===== config.mk =====
export PLATFORM = sky130hd
export DESIGN_NAME = lsu_bus
export DESIGN_NICKNAME = d
export VERILOG_FILES = /design/src/rtl/obi_pkg.sv /design/src/rtl/lsu_pkg.sv /design/src/rtl/lsu_request_gen.sv /design/src/rtl/lsu_response_filter.sv /design/src/rtl/lsu_load_align.sv /design/src/rtl/lsu_bus.sv
export SDC_FILE = /design/constraint.sdc
export NUM_CORES = 1
export LEC_CHECK = 0
export ABC_CLOCK_PERIOD_IN_PS = 2700
export BUFFER_PORTS_ARGS = -buffer_cell sky130_fd_sc_hd__buf_4
export CELL_PAD_IN_SITES_DETAIL_PLACEMENT = 0
export CELL_PAD_IN_SITES_GLOBAL_PLACEMENT = 1
export CORE_MARGIN = 4
export CORE_UTILIZATION = 28
export DETAILED_ROUTE_END_ITERATION = 7
export PLACE_DENSITY_LB_ADDON = 0.1
export SLEW_MARGIN = 5
export SYNTH_ARGS = -nofsm -noshare
export SYNTH_HDL_FRONTEND = slang
export SYNTH_HIERARCHICAL = 1
export SYNTH_SLANG_ARGS = --single-unit

===== constraint.sdc =====
create_clock -name clk -period 2.7 [get_ports clk]
set_input_delay 0 -clock clk [delete_from_list [all_inputs] [get_ports clk]]
set_output_delay 0 -clock clk [all_outputs]
set_load 0.05 [all_outputs]

===== src/rtl/obi_pkg.sv =====
/*
  Bus-side definitions for the OBI data port
  - address, data and byte-enable widths
  - memory-type encoding and its bufferable bit
*/

`default_nettype none

package obi_pkg;

  //////////////////////////////////////////////////////////////////////
  // Widths
  //////////////////////////////////////////////////////////////////////

  localparam int OBI_ADDR_W    = 32;
  localparam int OBI_DATA_W    = 32;
  localparam int OBI_BE_W      = OBI_DATA_W / 8;
  localparam int OBI_MEMTYPE_W = 2;

  // Byte address, word aligned when driven on the bus
  typedef logic [OBI_ADDR_W-1:0]    obi_addr_t;
  typedef logic [OBI_DATA_W-1:0]    obi_data_t;
  typedef logic [OBI_BE_W-1:0]      obi_be_t;
  typedef logic [OBI_MEMTYPE_W-1:0] obi_memtype_t;

  // Memory-type bit 0 marks a bufferable transfer
  localparam int OBI_MEMTYPE_BUF_BIT = 0;

endpackage

`default_nettype wire


===== src/rtl/lsu_pkg.sv =====
/*
  Core-side definitions for the load/store path
  - access size enum
  - byte offset type
  - packed load-info record with its field positions
*/

`default_nettype none

package lsu_pkg;

  //////////////////////////////////////////////////////////////////////
  // Access size
  //////////////////////////////////////////////////////////////////////

  localparam int LSU_SIZE_W = 2;

  typedef enum logic [LSU_SIZE_W-1:0] {
    LSU_BYTE = 2'b00,
    LSU_HALF = 2'b01,
    LSU_WORD = 2'b10
  } lsu_size_e;

  // Byte position inside a bus word
  localparam int LSU_OFFSET_W = 2;
  typedef logic [LSU_OFFSET_W-1:0] lsu_offset_t;

  //////////////////////////////////////////////////////////////////////
  // Load info record
  //////////////////////////////////////////////////////////////////////

  // Size sits at the MSB end, then offset, then sign-extend
  localparam int LSU_INFO_SEXT_BIT   = 0;
  localparam int LSU_INFO_OFFSET_LSB = LSU_INFO_SEXT_BIT + 1;
  localparam int LSU_INFO_SIZE_LSB   = LSU_INFO_OFFSET_LSB + LSU_OFFSET_W;
  localparam int LSU_INFO_W          = LSU_INFO_SIZE_LSB + LSU_SIZE_W;

  // Kept as a plain vector so it can sit in a simple queue array
  typedef logic [LSU_INFO_W-1:0] lsu_info_t;

endpackage

`default_nettype wire


===== src/rtl/lsu_request_gen.sv =====
/*
  Bus request former for core loads and stores
  - word address and byte-enable decode
  - store data replication into byte lanes
  - bufferable region match for stores
  - load-info packing for the aligner
*/

`default_nettype none

module lsu_request_gen #(
  parameter obi_pkg::obi_addr_t BUF_BASE = 32'h0000_1000,
  parameter obi_pkg::obi_addr_t BUF_MASK = 32'hFFFF_F000
) (
  input  obi_pkg::obi_addr_t    lsu_addr_i,
  input  logic                  lsu_we_i,
  input  lsu_pkg::lsu_size_e    lsu_size_i,
  input  logic                  lsu_sext_i,
  input  obi_pkg::obi_data_t    lsu_wdata_i,
  output obi_pkg::obi_addr_t    obi_addr_o,
  output logic                  obi_we_o,
  output obi_pkg::obi_be_t      obi_be_o,
  output obi_pkg::obi_data_t    obi_wdata_o,
  output obi_pkg::obi_memtype_t obi_memtype_o,
  output lsu_pkg::lsu_info_t    info_o
);

  // Low address bits select the lanes
  lsu_pkg::lsu_offset_t offset;
  // Address falls inside the bufferable window
  logic                 in_buf_region;

  assign offset        = lsu_addr_i[lsu_pkg::LSU_OFFSET_W-1:0];
  assign in_buf_region = ((lsu_addr_i & BUF_MASK) == BUF_BASE);

  // Bus always sees the containing word
  assign obi_addr_o = {lsu_addr_i[obi_pkg::OBI_ADDR_W-1:lsu_pkg::LSU_OFFSET_W],
                       {lsu_pkg::LSU_OFFSET_W{1'b0}}};
  assign obi_we_o   = lsu_we_i;

  //////////////////////////////////////////////////////////////////////
  // Byte enables and lane data
  //////////////////////////////////////////////////////////////////////

  always_comb begin
    obi_be_o    = 4'b1111;
    obi_wdata_o = lsu_wdata_i;
    case (lsu_size_i)
      lsu_pkg::LSU_BYTE: begin
        // One lane, picked by the full offset
        obi_be_o    = 4'b0001 << offset;
        obi_wdata_o = {4{lsu_wdata_i[7:0]}};
      end
      lsu_pkg::LSU_HALF: begin
        // Two lanes at offset 0 or 2 for aligned halves
        obi_be_o    = 4'b0011 << offset;
        obi_wdata_o = {2{lsu_wdata_i[15:0]}};
      end
      default: begin
        // Full word
        obi_be_o    = 4'b1111;
        obi_wdata_o = lsu_wdata_i;
      end
    endcase
  end

  //////////////////////////////////////////////////////////////////////
  // Memory type
  //////////////////////////////////////////////////////////////////////

  // Only stores may be bufferable since loads need their data back
  always_comb begin
    obi_memtype_o = '0;
    obi_memtype_o[obi_pkg::OBI_MEMTYPE_BUF_BIT] = lsu_we_i && in_buf_region;
  end

  //////////////////////////////////////////////////////////////////////
  // Load info
  //////////////////////////////////////////////////////////////////////

  always_comb begin
    info_o = '0;
    info_o[lsu_pkg::LSU_INFO_SIZE_LSB +: lsu_pkg::LSU_SIZE_W]     = lsu_size_i;
    info_o[lsu_pkg::LSU_INFO_OFFSET_LSB +: lsu_pkg::LSU_OFFSET_W] = offset;
    info_o[lsu_pkg::LSU_INFO_SEXT_BIT]                            = lsu_sext_i;
  end

endmodule

`default_nettype wire


===== src/rtl/lsu_response_filter.sv =====
/*
  Response filter between the LSU and the data bus
  - outstanding-transfer limit of DEPTH
  - core-side and bus-side transfer counters
  - bufferable history shift register
  - early response for bufferable stores, late bus response absorbed
*/

`default_nettype none

module lsu_response_filter #(
  parameter int DEPTH = 2
) (
  input  logic clk,
  input  logic rst_n,
  input  logic valid_i,
  input  logic bufferable_i,
  input  logic ready_i,
  input  logic resp_valid_i,
  output logic valid_o,
  output logic ready_o,
  output logic busy_o,
  output logic resp_valid_o
);

  localparam int CNT_W = $clog2(DEPTH + 1);

  typedef logic [CNT_W-1:0] cnt_t;

  localparam cnt_t CNT_MAX = cnt_t'(DEPTH);

  // Transfers granted on the bus and not yet answered by the bus
  cnt_t bus_cnt_q;
  cnt_t bus_cnt_next;
  // Transfers accepted from the core and not yet answered to the core
  cnt_t core_cnt_q;
  cnt_t core_cnt_next;

  logic core_accept;
  logic bus_accept;
  logic room;

  // Bit 1 is the newest granted transfer, bit N the Nth oldest
  // Bit 0 stays low so an empty count selects pass-through
  logic [DEPTH:0] buf_hist_q;
  logic [DEPTH:0] buf_hist_next;

  // Oldest transfer seen from each side
  logic bus_oldest_buf;
  logic core_oldest_buf;

  //////////////////////////////////////////////////////////////////////
  // Request gating
  //////////////////////////////////////////////////////////////////////

  // No new grant once DEPTH transfers are in flight
  assign room    = (bus_cnt_q < CNT_MAX);
  assign valid_o = valid_i && room;
  // Ready is qualified with valid so it marks acceptance on both sides
  assign ready_o = ready_i && valid_o;

  assign core_accept = ready_o && valid_i;
  assign bus_accept  = valid_o && ready_i;

  assign busy_o = (bus_cnt_q != '0) || valid_i;

  //////////////////////////////////////////////////////////////////////
  // Bufferable history
  //////////////////////////////////////////////////////////////////////

  always_comb begin
    buf_hist_next = buf_hist_q;
    if (bus_accept) begin
      // Age every entry by one and insert the new one at bit 1
      buf_hist_next    = {buf_hist_q[DEPTH-1:0], 1'b0};
      buf_hist_next[1] = bufferable_i;
    end
  end

  assign bus_oldest_buf  = buf_hist_q[bus_cnt_q];
  assign core_oldest_buf = buf_hist_q[core_cnt_q];

  //////////////////////////////////////////////////////////////////////
  // Counters
  //////////////////////////////////////////////////////////////////////

  always_comb begin
    core_cnt_next = core_cnt_q;
    case ({core_accept, resp_valid_o})
      2'b10:   core_cnt_next = core_cnt_q + cnt_t'(1);
      2'b01:   core_cnt_next = core_cnt_q - cnt_t'(1);
      default: core_cnt_next = core_cnt_q;
    endcase

    bus_cnt_next = bus_cnt_q;
    case ({bus_accept, resp_valid_i})
      2'b10:   bus_cnt_next = bus_cnt_q + cnt_t'(1);
      2'b01:   bus_cnt_next = bus_cnt_q - cnt_t'(1);
      default: bus_cnt_next = bus_cnt_q;
    endcase
  end

  always_ff @(posedge clk or negedge rst_n) begin
    if (!rst_n) begin
      bus_cnt_q  <= '0;
      core_cnt_q <= '0;
      buf_hist_q <= '0;
    end else begin
      bus_cnt_q  <= bus_cnt_next;
      core_cnt_q <= core_cnt_next;
      buf_hist_q <= buf_hist_next;
    end
  end

  //////////////////////////////////////////////////////////////////////
  // Response select
  //////////////////////////////////////////////////////////////////////

  // When the oldest bus transfer is bufferable its bus response is dropped
  // and the core is answered whenever its own oldest transfer is bufferable
  // Otherwise the bus response goes straight through
  assign resp_valid_o = bus_oldest_buf ? core_oldest_buf : resp_valid_i;

endmodule

`default_nettype wire


===== src/rtl/lsu_load_align.sv =====
/*
  Load data aligner
  - DEPTH-entry circular queue of per-transfer load info
  - byte and halfword extraction from the response word
  - zero or sign extension as the head entry asks
*/

`default_nettype none

module lsu_load_align #(
  parameter int DEPTH = 2
) (
  input  logic               clk,
  input  logic               rst_n,
  input  logic               push_i,
  input  lsu_pkg::lsu_info_t info_i,
  input  logic               pop_i,
  input  obi_pkg::obi_data_t rdata_i,
  output obi_pkg::obi_data_t rdata_o
);

  // Keep a one-bit pointer for a single-entry queue
  localparam int PTR_W = (DEPTH > 1) ? $clog2(DEPTH) : 1;

  typedef logic [PTR_W-1:0] ptr_t;

  localparam ptr_t PTR_LAST = ptr_t'(DEPTH - 1);

  lsu_pkg::lsu_info_t   info_mem [DEPTH];
  ptr_t                 wr_ptr_q;
  ptr_t                 rd_ptr_q;

  // Decoded head entry
  lsu_pkg::lsu_info_t   head_info;
  lsu_pkg::lsu_size_e   head_size;
  lsu_pkg::lsu_offset_t head_offset;
  logic                 head_sext;

  obi_pkg::obi_data_t   shifted;

  // Wrap at DEPTH, not at the power of two
  function automatic ptr_t ptr_inc(input ptr_t ptr);
    ptr_inc = (ptr == PTR_LAST) ? '0 : ptr + ptr_t'(1);
  endfunction

  //////////////////////////////////////////////////////////////////////
  // Info queue
  //////////////////////////////////////////////////////////////////////

  always_ff @(posedge clk) begin
    if (push_i) begin
      info_mem[wr_ptr_q] <= info_i;
    end
  end

  always_ff @(posedge clk or negedge rst_n) begin
    if (!rst_n) begin
      wr_ptr_q <= '0;
      rd_ptr_q <= '0;
    end else begin
      if (push_i) begin
        wr_ptr_q <= ptr_inc(wr_ptr_q);
      end
      if (pop_i) begin
        rd_ptr_q <= ptr_inc(rd_ptr_q);
      end
    end
  end

  assign head_info   = info_mem[rd_ptr_q];
  assign head_size   = lsu_pkg::lsu_size_e'(
                         head_info[lsu_pkg::LSU_INFO_SIZE_LSB +: lsu_pkg::LSU_SIZE_W]);
  assign head_offset = head_info[lsu_pkg::LSU_INFO_OFFSET_LSB +: lsu_pkg::LSU_OFFSET_W];
  assign head_sext   = head_info[lsu_pkg::LSU_INFO_SEXT_BIT];

  //////////////////////////////////////////////////////////////////////
  // Extract and extend
  //////////////////////////////////////////////////////////////////////

  // Addressed lane moves down to bit 0
  assign shifted = rdata_i >> {head_offset, 3'b000};

  always_comb begin
    case (head_size)
      lsu_pkg::LSU_BYTE: begin
        rdata_o = {{24{head_sext & shifted[7]}}, shifted[7:0]};
      end
      lsu_pkg::LSU_HALF: begin
        rdata_o = {{16{head_sext & shifted[15]}}, shifted[15:0]};
      end
      default: begin
        rdata_o = shifted;
      end
    endcase
  end

endmodule

`default_nettype wire


===== src/rtl/lsu_bus.sv =====
/*
  Load/store bus path top level
  - request generator, response filter and load aligner
  - core-side handshake and OBI data port
*/

`default_nettype none

module lsu_bus #(
  parameter int                 DEPTH    = 2,
  parameter obi_pkg::obi_addr_t BUF_BASE = 32'h0000_1000,
  parameter obi_pkg::obi_addr_t BUF_MASK = 32'hFFFF_F000
) (
  input  logic                  clk,
  input  logic                  rst_n,
  // Core side
  input  logic                  lsu_valid_i,
  input  logic                  lsu_we_i,
  input  lsu_pkg::lsu_size_e    lsu_size_i,
  input  logic                  lsu_sext_i,
  input  obi_pkg::obi_addr_t    lsu_addr_i,
  input  obi_pkg::obi_data_t    lsu_wdata_i,
  output logic                  lsu_ready_o,
  output logic                  lsu_resp_valid_o,
  output obi_pkg::obi_data_t    lsu_rdata_o,
  output logic                  lsu_busy_o,
  // OBI data port
  output logic                  obi_req_o,
  input  logic                  obi_gnt_i,
  output obi_pkg::obi_addr_t    obi_addr_o,
  output logic                  obi_we_o,
  output obi_pkg::obi_be_t      obi_be_o,
  output obi_pkg::obi_data_t    obi_wdata_o,
  output obi_pkg::obi_memtype_t obi_memtype_o,
  input  logic                  obi_rvalid_i,
  input  obi_pkg::obi_data_t    obi_rdata_i
);

  // Size, offset and sign of the access being requested
  lsu_pkg::lsu_info_t load_info;

  lsu_request_gen #(
    .BUF_BASE (BUF_BASE),
    .BUF_MASK (BUF_MASK)
  ) u_request_gen (
    .lsu_addr_i    (lsu_addr_i),
    .lsu_we_i      (lsu_we_i),
    .lsu_size_i    (lsu_size_i),
    .lsu_sext_i    (lsu_sext_i),
    .lsu_wdata_i   (lsu_wdata_i),
    .obi_addr_o    (obi_addr_o),
    .obi_we_o      (obi_we_o),
    .obi_be_o      (obi_be_o),
    .obi_wdata_o   (obi_wdata_o),
    .obi_memtype_o (obi_memtype_o),
    .info_o        (load_info)
  );

  // Ready doubles as the acceptance strobe, so it pushes the info queue
  lsu_response_filter #(
    .DEPTH (DEPTH)
  ) u_response_filter (
    .clk          (clk),
    .rst_n        (rst_n),
    .valid_i      (lsu_valid_i),
    .bufferable_i (obi_memtype_o[obi_pkg::OBI_MEMTYPE_BUF_BIT]),
    .ready_i      (obi_gnt_i),
    .resp_valid_i (obi_rvalid_i),
    .valid_o      (obi_req_o),
    .ready_o      (lsu_ready_o),
    .busy_o       (lsu_busy_o),
    .resp_valid_o (lsu_resp_valid_o)
  );

  lsu_load_align #(
    .DEPTH (DEPTH)
  ) u_load_align (
    .clk     (clk),
    .rst_n   (rst_n),
    .push_i  (lsu_ready_o),
    .info_i  (load_info),
    .pop_i   (lsu_resp_valid_o),
    .rdata_i (obi_rdata_i),
    .rdata_o (lsu_rdata_o)
  );

endmodule

`default_nettype wire


Word level (Yosys, flattened, before mapping)
Memory sizes are Yosys's and may differ from the RTL's.
Index checks and enable logic that the tools add are counted.
{ "totals": {"ff_bits": 8, "mem_bits_rw": 10, "in_bits": 105, "output_inout_bits": 107, "word_cells": 51, "n_memories": 1} }
{ "memory_table": {"columns": ["memory", "depth", "word_bits", "read_ports", "rd_ports_with_merged_regs", "write_ports", "line", "text"], "rows": [
  ["u_load_align.info_mem", 2, 5, 1, 0, 1, "lsu_load_align.sv:29", "lsu_pkg::lsu_info_t info_mem [DEPTH];"]
]} }
{ "classes": {"add_sub_neg": 6, "order_cmp": 3, "eq_ne": 7, "n_shift": 3, "muxes": 14, "bitwise_logic": 2, "n_reduce_logical": 10} }
{ "ops": {"columns": ["op", "count"], "rows": [
  ["$pmux 32 s2", 2],
  ["$shr 32x5->32", 1],
  ["$eq 20x1->1 const B", 1],
  ["$eq 2x1->1 const B", 4],
  ["$pmux 2 s2", 2],
  ["$pmux 4 s2", 1],
  ["$mux 1", 7],
  ["$lt 2x3->1 const B", 2],
  ["$reduce_bool 2->1", 3],
  ["$add 2x1->2 const B", 2],
  ["$bmux 1 s2", 2],
  ["$eq 2x2->1 const B", 2],
  ["$logic_and 1x1->1", 4],
  ["$logic_not 2->1", 2],
  ["$shl 1x2->4 const A", 1],
  ["$shl 2x2->4 const A", 1],
  ["$sub 2x1->2 const B", 2],
  ["$add 1x1->1 const B", 2],
  ["$and 1x1->1", 2],
  ["$lt 2x2->1 const B", 1],
  ["$logic_or 1x1->1", 1]
]} }

Logic depth before layout (Yosys ltp)
Gate-level depths: netlist of run 1.
{ "logic_depth": {"word_depth": 6, "mapped_depth": 7, "depth_no_buf": 7} }

By module
The synthesis of run 1 kept the hierarchy.
{ "modules_own_cells": {"columns": ["module", "n_inst", "cells_per_inst", "area_per_inst_um2", "seq_area_each_um2"], "rows": [
  ["lsu_load_align", 1, 131, 1196.1, 350.3],
  ["lsu_request_gen", 1, 111, 838.3, 0.0],
  ["lsu_response_filter", 1, 33, 379.1, 150.1]
]} }

Worst setup path before layout of run 1
Ideal clock, no wire load.
{ "synth_timing": {"path_type": "register to output", "from": "register u_load_align.rd_ptr_q", "to": "output port lsu_rdata_o[23]", "arrival_time_ns": 2.991, "t_required_ns": 2.700, "slack_ns": -0.291, "path_stages_with_launch": 5, "n_path_buf": 1, "path_cell_list": "dfrtp_1 > mux2i_2 > buf_2 > a21oi_1 > o311ai_0"} }
{ "synth_between": {"elab_chain_cells": 4} }
{ "synth_lines": {"columns": ["element", "line", "text"], "rows": [
  ["start: declaration", "lsu_load_align.sv:31", "ptr_t rd_ptr_q;"],
  ["start signal: assignment", "lsu_load_align.sv:65", "rd_ptr_q <= ptr_inc(rd_ptr_q);"],
  ["$mem_v2 2x5 *", null, null],
  ["$shr 32x5->32", "lsu_load_align.sv:81", "assign shifted = rdata_i >> {head_offset, 3'b000};"],
  ["$and 1x1->1, on equally long branches", "lsu_load_align.sv:89, lsu_load_align.sv:86", null],
  ["$pmux 32 s2 *", "lsu_load_align.sv:84", "case (head_size)"],
  ["end: declaration", "lsu_bus.sv:25", "output obi_pkg::obi_data_t lsu_rdata_o,"]
]} }
Mark *: on every way between the ends. The rest lies on a longest branch, timed or not.

Final worst setup path of run 1
{ "layout_timing": {"from": "register u_load_align.rd_ptr_q", "to": "output port lsu_rdata_o[10]"} }
{ "layout_between": {"elab_chain_cells": 4} }
{ "layout_lines": {"columns": ["element", "line", "text"], "rows": [
  ["$mem_v2 2x5 *", null, null],
  ["$shr 32x5->32", "lsu_load_align.sv:81", null],
  ["$and 1x1->1", "lsu_load_align.sv:86", "rdata_o = {{24{head_sext & shifted[7]}}, shifted[7:0]};"],
  ["$pmux 32 s2 *", "lsu_load_align.sv:84", null]
]} }
Marks and branches as above.

==> impl_metrics.env, run 1 <==
export IMPL_wl_per_cell_um=14.83
export IMPL_dp_slack_ps=619.0
export IMPL_synth_common_cells="buf_4, mux2_2, nand2_1, mux2i_1, a21oi_1"
export IMPL_whs_ps=0.01855
export IMPL_clock_root_buffer="clkbuf_8"
export IMPL_drc=0
export IMPL_gr_total_overflow=0
export IMPL_grt_pass1_wl_um=11670
export IMPL_intPower_mw=1.285
export IMPL_cp_top_family="flip-flops"
export IMPL_coreArea_mm2=0.008299
export IMPL_grt_antenna_before_repair=0
export IMPL_cts_buffers=3
export IMPL_worst_pin_slew_ps=895.5
export IMPL_cp_arrival_ps=2290
export IMPL_start_util_pct=29.08
export IMPL_r2r_start="u_response_filter/core_cnt_q[0]"
export IMPL_die_x_um=100.8
export IMPL_total_power_mw=3.089
export IMPL_num_fill_cells=830
export IMPL_path_clk_slew_ps=70
export IMPL_power_density_mw_per_mm2=842.8
export IMPL_ys_flop_type="edfxtp_1"
export IMPL_pwr_share_comb_pct=79.5
export IMPL_vias=2481
export IMPL_r2r_end="u_response_filter/core_cnt_q[1]"
export IMPL_grt_usage_pct=13.91
export IMPL_crit_type="flip-flop to primary output"
export IMPL_ir_worst_vdd_uv=227.9
export IMPL_nets=526
export IMPL_ys_seq_area_share_pct=20.74
export IMPL_post_synth_cell_area_avg_um2=8.777
export IMPL_dpl_cell_area_mm2=0.003580
export IMPL_critPathMostFrequentCell="buf_4"
export IMPL_final_hold_viol_count=0
export IMPL_required_ps=2700
export IMPL_h_tree_depth=1
export IMPL_cp_start_kind="flip-flop"
export IMPL_maxCapViolCount=0
export IMPL_cts_tree="done"
export IMPL_cp_max_fo=27
export IMPL_hold_end="obi_addr_o[5]"
export IMPL_pwr_share_seq_pct=14.4
export IMPL_holdPathStages=0
export IMPL_setup_viol=0
export IMPL_grt_setup_unrepaired="no"
export IMPL_diodes=0
export IMPL_rows=33
export IMPL_drtAntennaViolNets=0
export IMPL_r2r_cells=5
export IMPL_netlist_area_leader_share_pct=15.86
export IMPL_drtPass1Iterations=4
export IMPL_place_congestion=0.7131
export IMPL_dieArea_mm2=0.01017
export IMPL_cp_cell_sequence="buf_4 > mux2_4 > and2_0 > a22oi_1 > o21ai_0 > buf_4"
export IMPL_grt_max_degree=32
export IMPL_cts_resized=0
export IMPL_synth_cell_types=50
export IMPL_design_area_mm2=0.003665
export IMPL_p_sw_share_pct=58.39
export IMPL_yosysWarnings=6
export IMPL_clock_skew_ps=2.903
export IMPL_fp_dieH_um=100.8
export IMPL_fmax_mhz=436.7
export IMPL_pin_count=212
export IMPL_p_leak_nw=1.777
export IMPL_fin_crit_sh_pct=84.82
export IMPL_viasPerCell=4.744
export IMPL_clockPowerShare_pct=6.1
export IMPL_yosysMostFrequentCell="buf_4"
export IMPL_hold_path_class="primary input to primary output"
export IMPL_rrSetupSlack_ps=910
export IMPL_status="finished clean"
export IMPL_syn_area_mm2=0.002414
export IMPL_cpPeakStageDelay_ps=440
export IMPL_drtIter0Drc=35
export IMPL_synth_edf_count=10
export IMPL_clk_latency_ps=250
export IMPL_synth_area_leader_cell="buf_4"
export IMPL_max_slew_margin_pct=39.79
export IMPL_syn_inst=275
export IMPL_drv_slew=0
export IMPL_wl_um=7758
export IMPL_cp_slowest_cell="dfrtp_1"
export IMPL_cp_end_kind="primary output"
export IMPL_p_switching_mw=1.804
export IMPL_grt_pass1_vias=2478
export IMPL_yosys_top_cells_area="buf_4, edfxtp_1, mux2_2"
export IMPL_critPathBufInv=2
export IMPL_min_from="lsu_addr_i[5]"
export IMPL_layout_drive_gt1_share_pct=55.50
export IMPL_ys_ff_latch=18
export IMPL_min_period_ps=2290
export IMPL_finalWorstSetupSlack_ps=409.9
export IMPL_cts_buffer_depth=2
export IMPL_hpwl_um=6463
export IMPL_syn2layout_area_growth_pct=51.84
export IMPL_clock_sinks=18
export IMPL_async_flop_share_pct=44.44
export IMPL_io_buffers=188
==> routing by layer <==
metal	GRT usage, %	up-vias	wire length (um)
met5	0	-	0
met4	3.005	0	59
met3	3.806	8	886
met2	24.15	127	3665
met1	17.12	1095	3146
li1	-	1251	-
==> worst max-delay path by stage <==
stage	from	end	slack [ps]	cells after the start
floorplan	u_load_align/rd_ptr_q	lsu_rdata_o[16]	-290	4
global placement	u_load_align/rd_ptr_q	lsu_rdata_o[11]	630	6
detailed placement	u_load_align/rd_ptr_q	lsu_rdata_o[26]	620	6
CTS	u_load_align/rd_ptr_q	lsu_rdata_o[26]	330	6
global route	u_load_align/rd_ptr_q	lsu_rdata_o[26]	250	6
finish	u_load_align/rd_ptr_q	lsu_rdata_o[10]	410	6
==> cell families (layout without fill, tap and decap cells) <==
logic type	count (synthesis)	after routing	synth area share, %
flip-flops	18	18	20.74
adder cells (fa/ha/maj)	2	2	1.037
multiplexers	46	46	21.31
AO/OA/AOI/OAI	68	68	19.70
XOR/XNOR	8	8	2.903
buffers and inverters	67	208	19.08
other	1	3	0.1554
AND/OR/NAND/NOR	65	65	15.09
==> timing repair <==
action / CTS / global route
hold buffers: 4 / 0
setup buffers: 0 / 0
endpoints found under the hold margin: 14 / 0
==> flip-flops by register name, summed over array words and instances, names as in the netlist <==
name,flops
u_load_align/info_mem,10
u_load_align/rd_ptr_q,1
u_load_align/wr_ptr_q,1
u_response_filter/buf_hist_q,2
u_response_filter/bus_cnt_q,2
u_response_filter/core_cnt_q,2
==> final cells by class <==
type	count	area, um2	area share (%)
clock buffers	4	45.04	1.229
inverters	6	22.52	0.6145
multi-input cells	192	1469	40.08
flip-flops and latches	18	500.5	13.66
well taps	105	131.4	3.585
repair buffers	198	1496	40.83
==> worst register-to-register path: cells and delay by family, from the launching register on <==
family          cells  cell delay (ps)
flops               1              460
fa+ha+maj           1              320
compound gates      2              650
xor+xnor            1              150
simple gates        1              140
==> power by group through the flow <==
stage	logic, mW	clock network [mW]	registers [mW]
2_1_floorplan	1.83	0	0.427
3_3_place_gp	2.47	0	0.447
3_5_place_dp	2.47	0	0.449
4_1_cts	2.48	0.192	0.445
5_1_grt	2.60	0.207	0.457
6_report	2.46	0.188	0.445
==> layout by cell type, fill, tap and decap left out, types with 6 or more instances in the layout <==
| cell | netlist | final |
|---|---|---|
| dfrtp_1 | 8 | 8 |
| mux2i_1 | 17 | 17 |
| buf_4 | 51 | 194 |
| a211oi_1 | 8 | 8 |
| o21ai_0 | 11 | 11 |
| a21oi_1 | 13 | 13 |
| a22oi_1 | 7 | 7 |
| mux2_2 | 23 | 23 |
| edfxtp_1 | 10 | 10 |
| nor2b_1 | 9 | 9 |
| nand3_1 | 8 | 8 |
| inv_1 | 6 | 6 |
| nand2_1 | 21 | 21 |
| nor2_1 | 8 | 8 |
| o311ai_0 | 8 | 7 |
| o21ai_1 | 8 | 8 |
==> metrics by stage <==
stage | setup TNS (ps) | std cells | util, %
CTS | 0 | 523 | 44.16
detailed placement | 0 | 515 | 43.13
finish | 0 | 523 | 44.16
global placement | 0 | 515 | 43.13
floorplan | -1817 | 277 | -
global route | 0 | 523 | 44.16
No activity file was read; power rests on OpenSTA's default activity.
==> inputs of run 2 (changes only) <==
Settings changed: ABC_AREA set to 1, ABC_CLOCK_PERIOD_IN_PS 2700 to 2040, CORE_UTILIZATION 28 to 23.
Clock period 2.7 ns to 2.04 ns, I/O delays scaled along.
==> run 2 against run 1 <==
  * Die area is 30% higher
  * Area after synthesis grew 9.1%
  * Critical path depth unchanged
  * Highest routed layer unchanged
  * Power up 85%
  * Setup slack lost 260 ps
  * Combinational power up 93%
  * Count of clock-buffer cells in the layout is 1 lower
  * Clock skew is 1.8 ps lower
  * Largest power group unchanged
  * Via count up 22%
  * Register-to-register slack lost 450 ps
==> impl_metrics.env, run 2 <==
export IMPL_async_flop_share_pct=44.44
export IMPL_cpPeakStageDelay_ps=440
export IMPL_dpl_cell_area_mm2=0.003780
export IMPL_path_clk_slew_ps=50
export IMPL_dp_slack_ps=140.7
export IMPL_layout_drive_gt1_share_pct=44.95
export IMPL_pwr_share_seq_pct=9.8
export IMPL_clock_root_buffer="clkbuf_16"
export IMPL_coreArea_mm2=0.01103
export IMPL_syn_area_mm2=0.002633
export IMPL_utilization_pct=36.76
export IMPL_p_sw_share_pct=61.42
export IMPL_netlist_area_leader_share_pct=19.68
export IMPL_drv_slew=0
export IMPL_whs_ps=0.02201
export IMPL_finalWorstSetupSlack_ps=145.4
export IMPL_intPower_mw=2.202
export IMPL_final_hold_viol_count=0
export IMPL_cts_buffer_depth=2
export IMPL_cp_max_fo=18
export IMPL_yosysMostFrequentCell="nand2_1"
export IMPL_clock_sinks=18
export IMPL_ir_worst_vdd_uv=1173
export IMPL_rows=38
export IMPL_diodes=0
export IMPL_status="finished clean"
export IMPL_grt_pass1_vias=2951
export IMPL_dieArea_mm2=0.01322
export IMPL_grt_max_degree=28
export IMPL_viasPerCell=4.378
export IMPL_design_area_mm2=0.004055
export IMPL_yosys_top_cells_area="nand2_1, buf_4, edfxtp_1"
export IMPL_min_period_ps=1895
export IMPL_required_ps=2040
export IMPL_ys_flop_type="edfxtp_1"
export IMPL_top_register="u_load_align/info_mem"
export IMPL_clockPowerShare_pct=6.8
export IMPL_synth_edf_count=10
export IMPL_grt_pass1_wl_um=14020
export IMPL_synth_cell_types=34
export IMPL_fin_setup_tns_ps=0
export IMPL_fin_crit_sh_pct=92.87
export IMPL_final_cell_mix="buf_4, nand2_1, nand3_1, nor2_1, inv_1"
export IMPL_grt_setup_unrepaired="no"
export IMPL_start_util_pct=23.87
export IMPL_place_congestion=0.7299
export IMPL_final_common_cell="buf_4"
export IMPL_syn2layout_area_growth_pct=54.04
export IMPL_crit_type="flip-flop to primary output"
export IMPL_clk_latency_ps=250
export IMPL_p_switching_mw=3.507
export IMPL_wl_per_cell_um=13.20
export IMPL_grt_usage_pct=12.80
export IMPL_synth_common_cells="nand2_1, buf_4, nand3_1, nor2_1, inv_1"
export IMPL_cts_tree="done"
export IMPL_cts_buffers=3
export IMPL_wl_um=9162
export IMPL_total_power_mw=5.709
export IMPL_fin_cells=694
export IMPL_drtIter0Drc=242
export IMPL_cp_cell_sequence="buf_4 > o21ai_4 > buf_6 > o21ai_0 > o22ai_1 > buf_4"
export IMPL_io_buffers=188
export IMPL_p_leak_nw=2.205
export IMPL_cp_start_kind="flip-flop"
export IMPL_ys_seq_area_share_pct=19.01
export IMPL_drtAntennaViolNets=0
export IMPL_placed_cells=677
export IMPL_yosysWarnings=6
export IMPL_synth_area_leader_cell="nand2_1"
export IMPL_fmax_mhz=527.8
export IMPL_hold_path_class="primary input to primary output"
export IMPL_drc=0
export IMPL_ys_ff_latch=18
export IMPL_h_tree_depth=1
export IMPL_syn_inst=405
export IMPL_power_density_mw_per_mm2=1408
export IMPL_vias=3038
export IMPL_setup_viol=0
export IMPL_largest_reg_flops=10
export IMPL_critPathMostFrequentCell="buf_4"
export IMPL_pwr_share_comb_pct=83.4
export IMPL_gr_total_overflow=0
export IMPL_fp_dieH_um=115.0
export IMPL_post_synth_cell_area_avg_um2=6.500
export IMPL_cp_end_kind="primary output"
export IMPL_pin_count=212
export IMPL_nets=662
export IMPL_die_x_um=115.0
export IMPL_clock_skew_ps=1.060
export IMPL_maxCapViolCount=0
export IMPL_drtPass1Iterations=4
export IMPL_hpwl_um=7355
export IMPL_cp_slowest_cell="dfrtp_2"
export IMPL_cp_arrival_ps=1890
export IMPL_grt_antenna_before_repair=0
==> run 2: final cells by class <==
| class | count | area, um2 |
|---|---|---|
| Fill cell | 1228 | 6975 |
| Multi-Input combinational cell | 295 | 1600 |
| Timing Repair Buffer | 204 | 1569 |
| Sequential cell | 18 | 501.7 |
| Tap cell | 140 | 175.2 |
| Inverter | 33 | 130.1 |
| Clock buffer | 3 | 75.07 |
| Clock inverter | 1 | 3.754 |
==> run 2: path summary, 6_finish.rpt <==
| path | from | endpoint | slack, ps | cells past startpoint |
|---|---|---|---|---|
| setup reg to reg | u_response_filter/bus_cnt_q[1] | u_response_filter/core_cnt_q[1] | 460 | 11 |
| hold reg to reg | u_load_align/wr_ptr_q | u_load_align/wr_ptr_q | 490 | 1 |
| max in group asynchronous | rst_n | u_load_align/rd_ptr_q | 1790 | 2 |
| setup / recovery | u_load_align/rd_ptr_q | lsu_rdata_o[0] | 150 | 6 |
| min in group asynchronous | rst_n | u_response_filter/buf_hist_q[1] | 110 | 2 |
| hold / removal | lsu_addr_i[4] | obi_addr_o[4] | 0.02 | 0 |
==> run 2: metal layers <==
metal	vias to the layer above	GRT usage, %	wire length [um]	part of all wire, %
met2	156	20.95	4110	45
met1	1312	17.46	4049	44
met4	0	2.113	57	0.62
met5	-	0	0	0
li1	1566	-	-	-
met3	4	3.000	945	10
==> run 2: repair_timing <==
| item | CTS | global route |
|---|---|---|
| endpoints found under the hold margin | 14 | 0 |
| gates resized for setup | 4 | 9 |
| hold buffers | 4 | 0 |
| gates cloned | 1 | 2 |
| setup endpoints to repair | 26 | 28 |
| pin swaps | 2 | 4 |
| setup buffers | 2 | 4 |
==> run 2: logic make-up after synthesis <==
logic type	synth area share [%]
buffers and inverters	23.62
DFF	19.01
AOI/OAI and AO/OA	12.17
and+or+nand+nor	42.78
adders and majority gates	0.9504
other	0.1424
xor gates and xnor gates	1.331
==> run 2: worst max-delay path: cells and delay by family, from the launching register on <==
| family | cells | cell delay [ps] |
|---|---|---|
| AOI/OAI and AO/OA | 3 | 560 |
| DFF | 1 | 440 |
| buffers and inverters | 3 | 640 |
==> run 2: power groups by stage <==
stage / sequential [mW] / combinational [mW] / clock, mW
detailed placement: 0.564 / 4.55 / 0
global placement: 0.562 / 4.53 / 0
finish: 0.559 / 4.76 / 0.388
floorplan: 0.539 / 3.41 / 0
global route: 0.574 / 5.08 / 0.415
CTS: 0.559 / 4.65 / 0.398
